<file path="src/hdl/fpCvtPkg.sv">
// single precision only, round modes fixed, no denormal outputs, op[1]=int-to-float op[0]=signed
`default_nettype none

package fpCvtPkg;

	// ========================================
	// field widths of the IEEE 754 single format
	// ========================================
	localparam int FpWid   = 32;  // full word, float and integer alike
	localparam int ExpWid  = 8;   // biased exponent field
	localparam int FracWid = 23;  // stored fraction, hidden bit not included
	localparam int Bias    = 127; // exponent bias

	// ========================================
	// vector types
	// ========================================
	typedef logic [FpWid-1:0]  fpWord;    // raw float bits
	typedef logic [FpWid-1:0]  intWord;   // signed or unsigned integer
	typedef logic [ExpWid-1:0] expField;  // biased exponent
	typedef logic [FracWid:0]  fracField; // mantissa, hidden bit restored at the top

	// direction of the conversion, taken from op[1]
	typedef enum logic {
		CvtF2I = 1'b0, // float to integer
		CvtI2F = 1'b1  // integer to float
	} cvtKind;

endpackage

`default_nettype wire

</file>
<file path="src/hdl/cvtIf.sv">
// plain buses between pipeline stages, no handshake and no back-pressure
`timescale 1ns/100ps
`default_nettype none

// ========================================
// decode -> execute
// ========================================
interface cvtOpIf;
	logic               valid;     // operation present in this slot
	fpCvtPkg::cvtKind   kind;      // conversion direction
	logic               isSigned;  // integer side is two's complement
	fpCvtPkg::fpWord    operand;   // raw input word, used by int-to-float
	logic               sign;      // float sign bit
	fpCvtPkg::expField  exp;       // biased exponent
	fpCvtPkg::fracField man;       // mantissa with hidden bit
	logic               isZero;    // zero or denormal
	logic               isSpecial; // exponent all ones, inf or NaN

	modport drv (output valid, kind, isSigned, operand, sign, exp, man, isZero, isSpecial);
	modport rcv (input  valid, kind, isSigned, operand, sign, exp, man, isZero, isSpecial);
endinterface

// ========================================
// execute -> result
// ========================================
interface cvtResIf;
	logic            valid;    // result present
	fpCvtPkg::fpWord value;    // converted word
	logic            overflow; // saturated result, float to int only
	logic            inexact;  // set bits were dropped

	modport drv (output valid, value, overflow, inexact);
	modport rcv (input  valid, value, overflow, inexact);
endinterface

`default_nettype wire

</file>
<file path="src/hdl/cvtDecode.sv">
// first pipeline stage, one register; float fields are split even for int-to-float ops
`timescale 1ns/100ps
`default_nettype none

module cvtDecode (
	input  logic            clk,
	input  logic            rst,
	input  logic            inValid, // start strobe
	input  logic [1:0]      op,      // [1] int-to-float, [0] signed
	input  fpCvtPkg::fpWord operand,
	cvtOpIf.drv             dec
);

	// ========================================
	// field split, combinational
	// ========================================
	logic               opSign;
	fpCvtPkg::expField  opExp;
	fpCvtPkg::fracField opMan;
	logic               expZero;  // exponent field all zeros
	logic               expOnes;  // exponent field all ones

	assign opSign  = operand[fpCvtPkg::FpWid-1];
	assign opExp   = operand[fpCvtPkg::FpWid-2 -: fpCvtPkg::ExpWid];
	assign expZero = (opExp == '0);
	assign expOnes = (opExp == '1);

	// hidden bit is 1 unless zero or denormal
	assign opMan = {!expZero, operand[fpCvtPkg::FracWid-1:0]};

	// ========================================
	// stage register
	// ========================================

	// strobe, the only control bit here
	always_ff @(posedge clk) begin
		if (rst) begin
			dec.valid <= 1'b0;
		end else begin
			dec.valid <= inValid;
		end
	end

	// payload carries no reset
	always_ff @(posedge clk) begin
		dec.kind      <= op[1] ? fpCvtPkg::CvtI2F : fpCvtPkg::CvtF2I;
		dec.isSigned  <= op[0];
		dec.operand   <= operand;  // kept whole for the integer path
		dec.sign      <= opSign;
		dec.exp       <= opExp;
		dec.man       <= opMan;
		dec.isZero    <= expZero;  // denormals flush to zero
		dec.isSpecial <= expOnes;  // inf and NaN
	end

endmodule

`default_nettype wire

</file>
<file path="src/hdl/cvtExecute.sv">
// second stage, both cores run every cycle and the registered kind picks one
`timescale 1ns/100ps
`default_nettype none

module cvtExecute (
	input  logic clk,
	input  logic rst,
	cvtOpIf.rcv  dec,
	cvtResIf.drv res
);

	fpCvtPkg::intWord f2iValue;
	logic             f2iOverflow;
	logic             f2iInexact;
	fpCvtPkg::fpWord  i2fValue;
	logic             i2fInexact;
	logic             validQ;    // lines up with the core registers
	fpCvtPkg::cvtKind kindQ;

	f2iCore f2i (
		.clk      (clk),
		.dec      (dec),
		.value    (f2iValue),
		.overflow (f2iOverflow),
		.inexact  (f2iInexact)
	);

	i2fCore i2f (
		.clk     (clk),
		.dec     (dec),
		.value   (i2fValue),
		.inexact (i2fInexact)
	);

	always_ff @(posedge clk) begin
		if (rst)
			validQ <= 1'b0;
		else
			validQ <= dec.valid;
	end

	always_ff @(posedge clk)
		kindQ <= dec.kind;  // payload, no reset

	// ========================================
	// result select after the core registers
	// ========================================
	assign res.valid    = validQ;
	assign res.value    = (kindQ == fpCvtPkg::CvtI2F) ? i2fValue : fpCvtPkg::fpWord'(f2iValue);
	assign res.overflow = (kindQ == fpCvtPkg::CvtF2I) & f2iOverflow;  // never for int-to-float
	assign res.inexact  = (kindQ == fpCvtPkg::CvtI2F) ? i2fInexact : f2iInexact;

endmodule

`default_nettype wire

</file>
<file path="src/hdl/cvtResult.sv">
// output stage; sticky flags OR in each registered result, clrFlags zeroes the old value first
`timescale 1ns/100ps
`default_nettype none

module cvtResult (
	input  logic            clk,
	input  logic            rst,
	cvtResIf.rcv            res,
	input  logic            clrFlags,        // pulse, clears before the new flag is merged
	output logic            outValid,
	output fpCvtPkg::fpWord result,
	output logic            overflow,
	output logic            inexact,
	output logic            stickyOverflow,
	output logic            stickyInexact
);

	logic newOverflow;  // flags of a result present at this edge
	logic newInexact;

	assign newOverflow = res.valid & res.overflow;
	assign newInexact  = res.valid & res.inexact;

	// ========================================
	// output register
	// ========================================
	always_ff @(posedge clk) begin
		if (rst) begin
			outValid <= 1'b0;
			overflow <= 1'b0;
			inexact  <= 1'b0;
		end else begin
			outValid <= res.valid;
			overflow <= newOverflow;   // low in empty slots
			inexact  <= newInexact;
		end
	end

	always_ff @(posedge clk)
		result <= res.value;  // data word, no reset

	// ========================================
	// sticky status
	// ========================================

	// same edge as outValid, so a flag shows up together with its result
	always_ff @(posedge clk) begin
		if (rst) begin
			stickyOverflow <= 1'b0;
			stickyInexact  <= 1'b0;
		end else begin
			stickyOverflow <= (stickyOverflow & !clrFlags) | newOverflow;
			stickyInexact  <= (stickyInexact & !clrFlags) | newInexact;  // new flag beats clear
		end
	end

endmodule

`default_nettype wire

</file>
<file path="src/hdl/f2iCore.sv">
// float to int, round half away from zero, saturating; NaN counts as positive, denormals as zero
`timescale 1ns/100ps
`default_nettype none

module f2iCore (
	input  logic             clk,
	cvtOpIf.rcv              dec,
	output fpCvtPkg::intWord value,
	output logic             overflow,
	output logic             inexact
);

	logic                             isNan;
	logic                             negIn;      // effective sign
	logic                             tiny;       // magnitude below one half
	logic                             ovfSigned;
	logic                             ovfUnsigned;
	logic                             ovf;
	logic [5:0]                       shAmt;      // 0..63 into the fixed point frame
	logic [2*fpCvtPkg::FpWid-1:0]     fixed;      // 32.32 fixed point magnitude
	logic                             guard;      // first bit below the integer part
	logic                             sticky;     // anything further down
	logic                             lost;       // fraction bits dropped
	fpCvtPkg::intWord                 mag;        // rounded magnitude
	fpCvtPkg::intWord                 satVal;
	fpCvtPkg::intWord                 outVal;

	assign isNan = dec.isSpecial & (|dec.man[fpCvtPkg::FracWid-1:0]);
	assign negIn = dec.sign & !isNan;  // NaN saturates like a positive value

	// ========================================
	// range checks on the biased exponent
	// ========================================
	assign tiny = dec.exp < fpCvtPkg::expField'(fpCvtPkg::Bias - 1);

	// 2^32 and up never fits; -2^31 is the only value at 2^31 that fits signed
	assign ovfUnsigned = dec.isSpecial
		| (dec.exp >= fpCvtPkg::expField'(fpCvtPkg::Bias + fpCvtPkg::FpWid))
		| (negIn & !dec.isZero);   // negative input has no unsigned value
	assign ovfSigned = dec.isSpecial
		| (dec.exp >= fpCvtPkg::expField'(fpCvtPkg::Bias + fpCvtPkg::FpWid))
		| ((dec.exp == fpCvtPkg::expField'(fpCvtPkg::Bias + fpCvtPkg::FpWid - 1))
			& !(negIn & (dec.man == {1'b1, {fpCvtPkg::FracWid{1'b0}}})));
	assign ovf = dec.isSigned ? ovfSigned : ovfUnsigned;

	// ========================================
	// align mantissa, round half up on the magnitude
	// ========================================

	// exp 126..158 maps to a left shift of 8..40, so no mantissa bit falls off the bottom
	assign shAmt = 6'(dec.exp
		- fpCvtPkg::expField'(fpCvtPkg::Bias + fpCvtPkg::FracWid - fpCvtPkg::FpWid));
	assign fixed = {{(2*fpCvtPkg::FpWid-fpCvtPkg::FracWid-1){1'b0}}, dec.man} << shAmt;

	assign guard  = fixed[fpCvtPkg::FpWid-1];
	assign sticky = |fixed[fpCvtPkg::FpWid-2:0];
	assign mag    = fixed[2*fpCvtPkg::FpWid-1 -: fpCvtPkg::FpWid] + fpCvtPkg::intWord'(guard);

	// below one half everything nonzero is lost, denormals included
	assign lost = tiny ? (|dec.man) : (guard | sticky);

	always_comb begin
		if (dec.isSigned) begin
			satVal = negIn ? {1'b1, {(fpCvtPkg::FpWid-1){1'b0}}}   // 0x80000000
			               : {1'b0, {(fpCvtPkg::FpWid-1){1'b1}}};  // 0x7FFFFFFF
		end else begin
			satVal = negIn ? '0 : '1;
		end
		if (tiny)
			outVal = '0;
		else if (dec.isSigned & negIn)
			outVal = -mag;  // two's complement before the register
		else
			outVal = mag;
	end

	// registered output, unlike a combinational negate after the register
	always_ff @(posedge clk) begin
		value    <= ovf ? satVal : outVal;
		overflow <= ovf;
		inexact  <= !ovf & lost;   // saturation hides rounding
	end

endmodule

`default_nettype wire

</file>
<file path="src/hdl/fpCvtTop.sv">
// fixed three cycle latency, one op per cycle, no stall; outputs follow inValid by three edges
`timescale 1ns/100ps
`default_nettype none

module fpCvtTop (
	input  logic            clk,
	input  logic            rst,            // synchronous, active high
	input  logic            inValid,
	input  logic [1:0]      op,             // [1] int-to-float, [0] signed
	input  fpCvtPkg::fpWord operand,
	input  logic            clrFlags,
	output logic            outValid,
	output fpCvtPkg::fpWord result,
	output logic            overflow,
	output logic            inexact,
	output logic            stickyOverflow,
	output logic            stickyInexact
);

	cvtOpIf  opBus ();   // decode -> execute
	cvtResIf resBus ();  // execute -> result

	// ========================================
	// three register stages
	// ========================================
	cvtDecode decode (
		.clk     (clk),
		.rst     (rst),
		.inValid (inValid),
		.op      (op),
		.operand (operand),
		.dec     (opBus)
	);

	cvtExecute execute (
		.clk (clk),
		.rst (rst),
		.dec (opBus),
		.res (resBus)
	);

	cvtResult resultStage (
		.clk            (clk),
		.rst            (rst),
		.res            (resBus),
		.clrFlags       (clrFlags),
		.outValid       (outValid),
		.result         (result),
		.overflow       (overflow),
		.inexact        (inexact),
		.stickyOverflow (stickyOverflow),
		.stickyInexact  (stickyInexact)
	);

endmodule

`default_nettype wire

</file>
<file path="src/hdl/i2fCore.sv">
// int to float, round to nearest even only; zero always gives +0
`timescale 1ns/100ps
`default_nettype none

module i2fCore (
	input  logic            clk,
	cvtOpIf.rcv             dec,
	output fpCvtPkg::fpWord value,
	output logic            inexact
);

	logic                         neg;       // negative signed input
	fpCvtPkg::intWord             mag;       // absolute value
	logic                         magZero;
	logic [4:0]                   pos;       // index of the leading one
	fpCvtPkg::intWord             norm;      // leading one moved to the top
	logic                         lsb;       // last kept mantissa bit
	logic                         guard;
	logic                         sticky;
	logic                         roundUp;
	logic [fpCvtPkg::FracWid+1:0] rounded;   // carry, hidden bit, fraction
	fpCvtPkg::expField            expOut;

	// ========================================
	// magnitude and leading one
	// ========================================
	assign neg     = dec.isSigned & dec.operand[fpCvtPkg::FpWid-1];
	assign mag     = neg ? -dec.operand : dec.operand;  // -2^31 stays 0x80000000, fine unsigned
	assign magZero = (mag == '0);

	// priority encoder, highest set bit wins
	always_comb begin
		pos = '0;
		for (int i = 0; i < fpCvtPkg::FpWid; i++) begin
			if (mag[i])
				pos = 5'(i);
		end
	end

	// ========================================
	// normalize and round to nearest even
	// ========================================
	assign norm = mag << (5'(fpCvtPkg::FpWid - 1) - pos);

	// top 24 bits kept, bit 7 is guard, bits 6..0 are sticky
	assign lsb     = norm[fpCvtPkg::FpWid-fpCvtPkg::FracWid-1];
	assign guard   = norm[fpCvtPkg::FpWid-fpCvtPkg::FracWid-2];
	assign sticky  = |norm[fpCvtPkg::FpWid-fpCvtPkg::FracWid-3:0];
	assign roundUp = guard & (sticky | lsb);  // ties go to even

	assign rounded = {1'b0, norm[fpCvtPkg::FpWid-1 -: fpCvtPkg::FracWid+1]}
		+ (fpCvtPkg::FracWid+2)'(roundUp);

	// carry out means mantissa wrapped to 1.0, so bump the exponent
	// and the fraction below is already all zeros
	assign expOut = fpCvtPkg::expField'(pos + fpCvtPkg::Bias + rounded[fpCvtPkg::FracWid+1]);

	always_ff @(posedge clk) begin
		if (magZero)
			value <= '0;   // +0, sign dropped
		else
			value <= {neg, expOut, rounded[fpCvtPkg::FracWid-1:0]};
		inexact <= guard | sticky;  // both zero for a zero input
	end

endmodule

`default_nettype wire

</file>
<file path="config.mk">
export PLATFORM = sky130hd
export DESIGN_NAME = fpCvtTop
export DESIGN_NICKNAME = d
export VERILOG_FILES = /design/src/hdl/fpCvtPkg.sv /design/src/hdl/cvtIf.sv /design/src/hdl/cvtDecode.sv /design/src/hdl/cvtExecute.sv /design/src/hdl/cvtResult.sv /design/src/hdl/f2iCore.sv /design/src/hdl/fpCvtTop.sv /design/src/hdl/i2fCore.sv
export SDC_FILE = /design/constraint.sdc
export NUM_CORES = 1
export LEC_CHECK = 0
export ABC_CLOCK_PERIOD_IN_PS = 5800
export BUFFER_PORTS_ARGS = -buffer_cell sky130_fd_sc_hd__buf_2
export CAP_MARGIN = 20
export CORE_MARGIN = 5
export CORE_UTILIZATION = 50
export CTS_CLUSTER_DIAMETER = 200
export CTS_CLUSTER_SIZE = 10
export DETAILED_ROUTE_END_ITERATION = 10
export PLACE_DENSITY = 0.7
export SYNTH_ARGS = -nofsm -noshare
export SYNTH_HDL_FRONTEND = slang
export SYNTH_HIERARCHICAL = 1
export SYNTH_SLANG_ARGS = --single-unit
</file>
<file path="constraint.sdc">
create_clock -name clk -period 5.8 [get_ports clk]
set_clock_uncertainty 0.2 [all_clocks]
set_input_delay 1.16 -clock clk [delete_from_list [all_inputs] [get_ports clk]]
set_output_delay 1.16 -clock clk [all_outputs]
set_load 0.005 [all_outputs]
</file>
## Yosys cells after proc, flatten, opt, wreduce, memory -nomap -nowiden

Cells that the tools add are included.

- $add $sub $neg: 8
- $lt $le $gt $ge: 2
- Equality and inequality tests: 3
- Shift-type cells: 2
- Multiplexer cells: 43
- Bitwise operators: 23
- Reduce and logical (&&, ||, !) cells: 12

Operator list:

| kind | count |
|---|---|
| $mux W32 | 8 |
| $mux W5 | 30 |
| $neg A32 Y32 | 2 |
| $shl A24 B6 Y64 | 1 |
| $add A32 B1 Y32 | 1 |
| $logic_not A32 Y1 | 1 |
| $shl A32 B5 Y32 | 1 |
| $reduce_or A31 Y1 | 1 |
| $add A24 B1 Y25 | 1 |
| $eq A24 B24 Y1 const B | 1 |
| $reduce_or A24 Y1 | 1 |
| $reduce_or A23 Y1 | 1 |
| $eq A8 B8 Y1 const B | 2 |
| $and A1 B1 Y1 | 14 |
| $add A5 B7 Y8 const B | 1 |
| $add A8 B1 Y8 | 1 |
| $ge A8 B8 Y1 const B | 1 |
| $logic_not A8 Y1 | 1 |
| $lt A8 B7 Y1 const B | 1 |
| $or A1 B1 Y1 | 8 |
| $reduce_or A7 Y1 | 1 |
| $logic_not A1 Y1 | 6 |
| $sub A6 B6 Y6 const B | 1 |
| $mux W1 | 5 |
| other kinds (2) | 2 |

- Flip-flop bits (word level): 176
- Input port bits: 38

## Depth between registers and ports, before layout

- Depth in word-level cells: 40
- Depth in mapped cells: 30

## Cells and area by module

The synthesis kept the hierarchy.

Modules (own cells, without submodules):

| module | instances | cells each | area an instance (um^2) |
|---|---|---|---|
| f2iCore | 1 | 766 | 6,009.5 |
| i2fCore | 1 | 846 | 6,003.3 |
| cvtDecode | 1 | 78 | 1,046.0 |
| cvtResult | 1 | 46 | 789.5 |
| cvtExecute | 1 | 41 | 604.3 |

## Worst setup path after synthesis

Ideal clock, no wire load.

- Path type: reg-to-reg
- From: register, netlist name decode/dec.man[0]
- To: register execute.i2f.value[27]
- Library setup time: 126 ps
- Arrival: 5,653 ps
- Setup slack: -178 ps
- Cell stages (with the launch flop): 28
- Path buffers: 2
- Clock period less this slack: 5,978 ps
- Cells stage by stage: dfxtp_1 buf_4 inv_1 ha_1 nor3b_1 nand2_2 o41ai_4 xnor2_1 nand2_1 o221a_2 buf_2 a21oi_2 o21ai_1 a32o_1 mux2i_1 o221a_2 ha_1 inv_1 a2111oi_2 o2111a_2 nand4bb_4 nor3_1 nand3_1 ha_1 nand3_1 nor4_1 a21oi_1 nand2_1

RTL lines:

| what | line | source |
|---|---|---|
| end signal: assignment | i2fCore.sv:62 | `value <= {neg, expOut, rounded[fpCvtPkg::FracWid-1:0]};` |
| end: declaration | i2fCore.sv:8 | `output fpCvtPkg::fpWord value,` |

==> metrics.txt <==
status finished clean; Worst Path Arrival 5920 ps; slowest CP cell or4b_1; clock buffer count from CTS 17; Hold Path Class register to register; RD Place Congestion 1.09; R2R depth 21; worst reg2reg path startpoint decode/dec.man[0]$_DFF_P_; Mean Syn Cell Area 8.13 um2; CTS root buf clkbuf_16; Final Hold Violating Endpoints 0; Skew-Pair Late Insertion Delay 450 ps; Critical Path End Type register; Seq/Total Area, Yosys 0.199; antenna cell count 0; first-pass GRT wire length 96,400 um; most frequent cells in the layout 313 x buf_4, 138 x dfxtp_1, 133 x nor2_1, 128 x nand2_1, 84 x o21ai_0; die area 32,400 um2; num rows 62; 1st-iter DRT viols 2,367; I/O Buffers 74; Pleak 0.00709 uW; Fillers 2,393; Final Critical Period 5780 ps; worst endpoint required time 5940 ps; hpwl dp 50,100 um; period utilization 0.996; cell repeated most along the worst path buf_4; total wire length 64,400 um; area grow syn2layout 24.0%; Mapped Area 14,500 um2; share of cells above drive strength 1 0.328; flops & latches, synth 144; total global routing overflow 0; CTS tree built; worst hold slack 133 ps; post-synth net total 1,827; core footprint 28,600 um2; DRT Pass-1 Iters 9; Post-synth top flop dfxtp_1; worst rel slew slack 0.252; RR Endpoint execute/i2f/value[19]$_SDFF_PN0_; RSZ-0062 raised after global routing yes; fmax 173 MHz; Slew Viols, Final 0; DRT antenna net count 0; Worst-path clk slew 70 ps; R2R Setup Slk 20 ps; via count 16,600; total track usage 0.375; CP Launch Type register; htree depth 4; Setup-failing EPs final 0; hold_sp decode/dec.kind$_DFF_P_; commonest non-fill, non-tap cell in the layout buf_4; Setup CP Type register to register; post-synth cell types 129; NumNets Final 2,088; Mapped Cells 1,777; routed length per instance 26.4 um; VDD IR max 0.000241 V; DR DRC count 0; Slew @ Worst Pin 1120 ps; number of flops mapped to enable cells by yosys 0; I/O pin count 75; Worst Path Max Fanout 9; Buf+Inv Stages, Crit Path 5; hold buffers post-CTS 0; WHS Endpoint execute/kindQ$_DFF_P_; antenna violations before repair 1; maxcap violations 0; PD cells 250 nW/um2; setup TNS 0 ps; Sink Count 144; die extent in x 180 um; hold path depth 0; vias in the first global route 15,600; largest net degree at the start of global routing 53; drt via density 6.83; CP delay by family, top compound AO/OA/AOI/OAI gates; CP peak stage delay 570 ps; clk buf depth 2; Initial Util 0.505; Die H 180 um; Async S/R FF share, synth 0; crit-path cells inv_2, ha_4, or3b_4, buf_4, o21a_1, o211ai_1, o31ai_4, a2111oi_4, o2111ai_2, a21o_4, nand2_8, buf_12, nor3_1, o31a_1, a211oi_4, nand4_2, buf_4, or4b_1, buf_4, nor3_2, xor2_2; Yosys warning count 6
layer usage:
layer	routed length [um]	share of wire	vias to the layer above	global-route usage
li1	-	-	7329	-
met1	26100	0.40	7936	0.510
met2	28500	0.44	1140	0.598
met3	6570	0.10	226	0.0690
met4	3250	0.050	2	0.138
met5	7	0.00011	-	0
metrics by stage:
stage	cells	area, um2	utilization	setup WS, ps	total power (uW)
2_1_floorplan	1777	14500	-	18.0	2390
3_3_place_gp	2393	16900	0.589	-119	3180
3_5_place_dp	2393	16900	0.589	-167	3200
4_1_cts	2428	17600	0.613	-16.7	4360
5_1_grt	2435	17900	0.626	-202	4650
6_report	2435	17900	0.626	21.5	4490
Yosys cell counts (all sizes together) (23+ instances only):
cell    number  share of area
a21oi       92          0.034
nor2       140          0.037
or2         24          0.011
xor2        40          0.028
nand4       34          0.017
a31oi       24          0.011
a211oi      27          0.015
nand2      132          0.035
o21ai      111          0.039
dfxtp      144           0.20
and3        27          0.012
and2        23          0.010
xnor2       74          0.048
mux2        61          0.055
mux2i       59          0.041
o211ai      25          0.014
nand3       67          0.024
buf        100          0.048
nor3        67          0.025
clkbuf      54          0.014
nor4        46          0.025
how the worst max path moves through the flow:
stage	start	endpoint	slack, ps	cells past startpoint
2_1_floorplan	decode/dec.man[7]$_DFF_P_	execute/i2f/value[27]$_SDFF_PN0_	20	26
3_3_place_gp	decode/dec.man[0]$_DFF_P_	execute/i2f/value[26]$_SDFF_PN0_	-120	24
3_5_place_dp	decode/dec.man[12]$_DFF_P_	execute/i2f/value[26]$_SDFF_PN0_	-170	24
4_1_cts	decode/dec.man[0]$_DFF_P_	execute/i2f/value[26]$_SDFF_PN0_	-20	27
5_1_grt	decode/dec.man[1]$_DFF_P_	execute/i2f/value[27]$_SDFF_PN0_	-200	27
6_report	decode/dec.man[0]$_DFF_P_	execute/i2f/value[19]$_SDFF_PN0_	20	21
state kept, by name (all words and copies together) (netlist names), 3 cells and up:
register,flops
decode/dec.man,23
execute/f2i/value,32
decode/dec.operand,3
execute/i2f/value,32
resultStage/result,32
decode/dec.exp,7
power breakdown:
part	switching (uW)	internal, uW
registers	69.0	1130
logic	1250	877
clock network	569	589
cell families after synthesis:
logic type,Yosys count,synth area share
AND/OR/NAND/NOR,655,0.246
AO/OA/AOI/OAI,540,0.280
buffers and inverters,176,0.0676
flip-flops,144,0.199
multiplexers,136,0.121
XOR/XNOR,114,0.0756
adder cells (fa/ha/maj),12,0.0104
timing repair:
| action | 4_1_cts | 5_1_grt |
|---|---|---|
| hold endpoints to repair | 0 | 0 |
| setup endpoints to repair | 17 | 34 |
| pin swaps | 1 | 18 |
| setup buffers | 3 | 7 |
| gates resized for setup | 9 | 64 |
final cells by class:
| cell class | instances | area, um2 | area share |
|---|---|---|---|
| multi-input cells | 1457 | 11000 | 0.612 |
| flip-flops and latches | 144 | 2890 | 0.161 |
| repair buffers | 396 | 2890 | 0.161 |
| well taps | 384 | 480 | 0.0268 |
| clock buffers | 17 | 425 | 0.0237 |
| clock inverters | 15 | 186 | 0.0104 |
| inverters | 22 | 82.6 | 0.00461 |
worst reg2reg max path: cells and delay by family (launching register included):
family / cells / cell delay [ps]
xor gates and xnor gates: 1 / 260
adders and majority gates: 1 / 160
AOI/OAI and AO/OA: 8 / 2430
and+or+nand+nor: 6 / 1520
DFF: 1 / 340
buffers and inverters: 5 / 790
(Power assumes the default switching activity.)
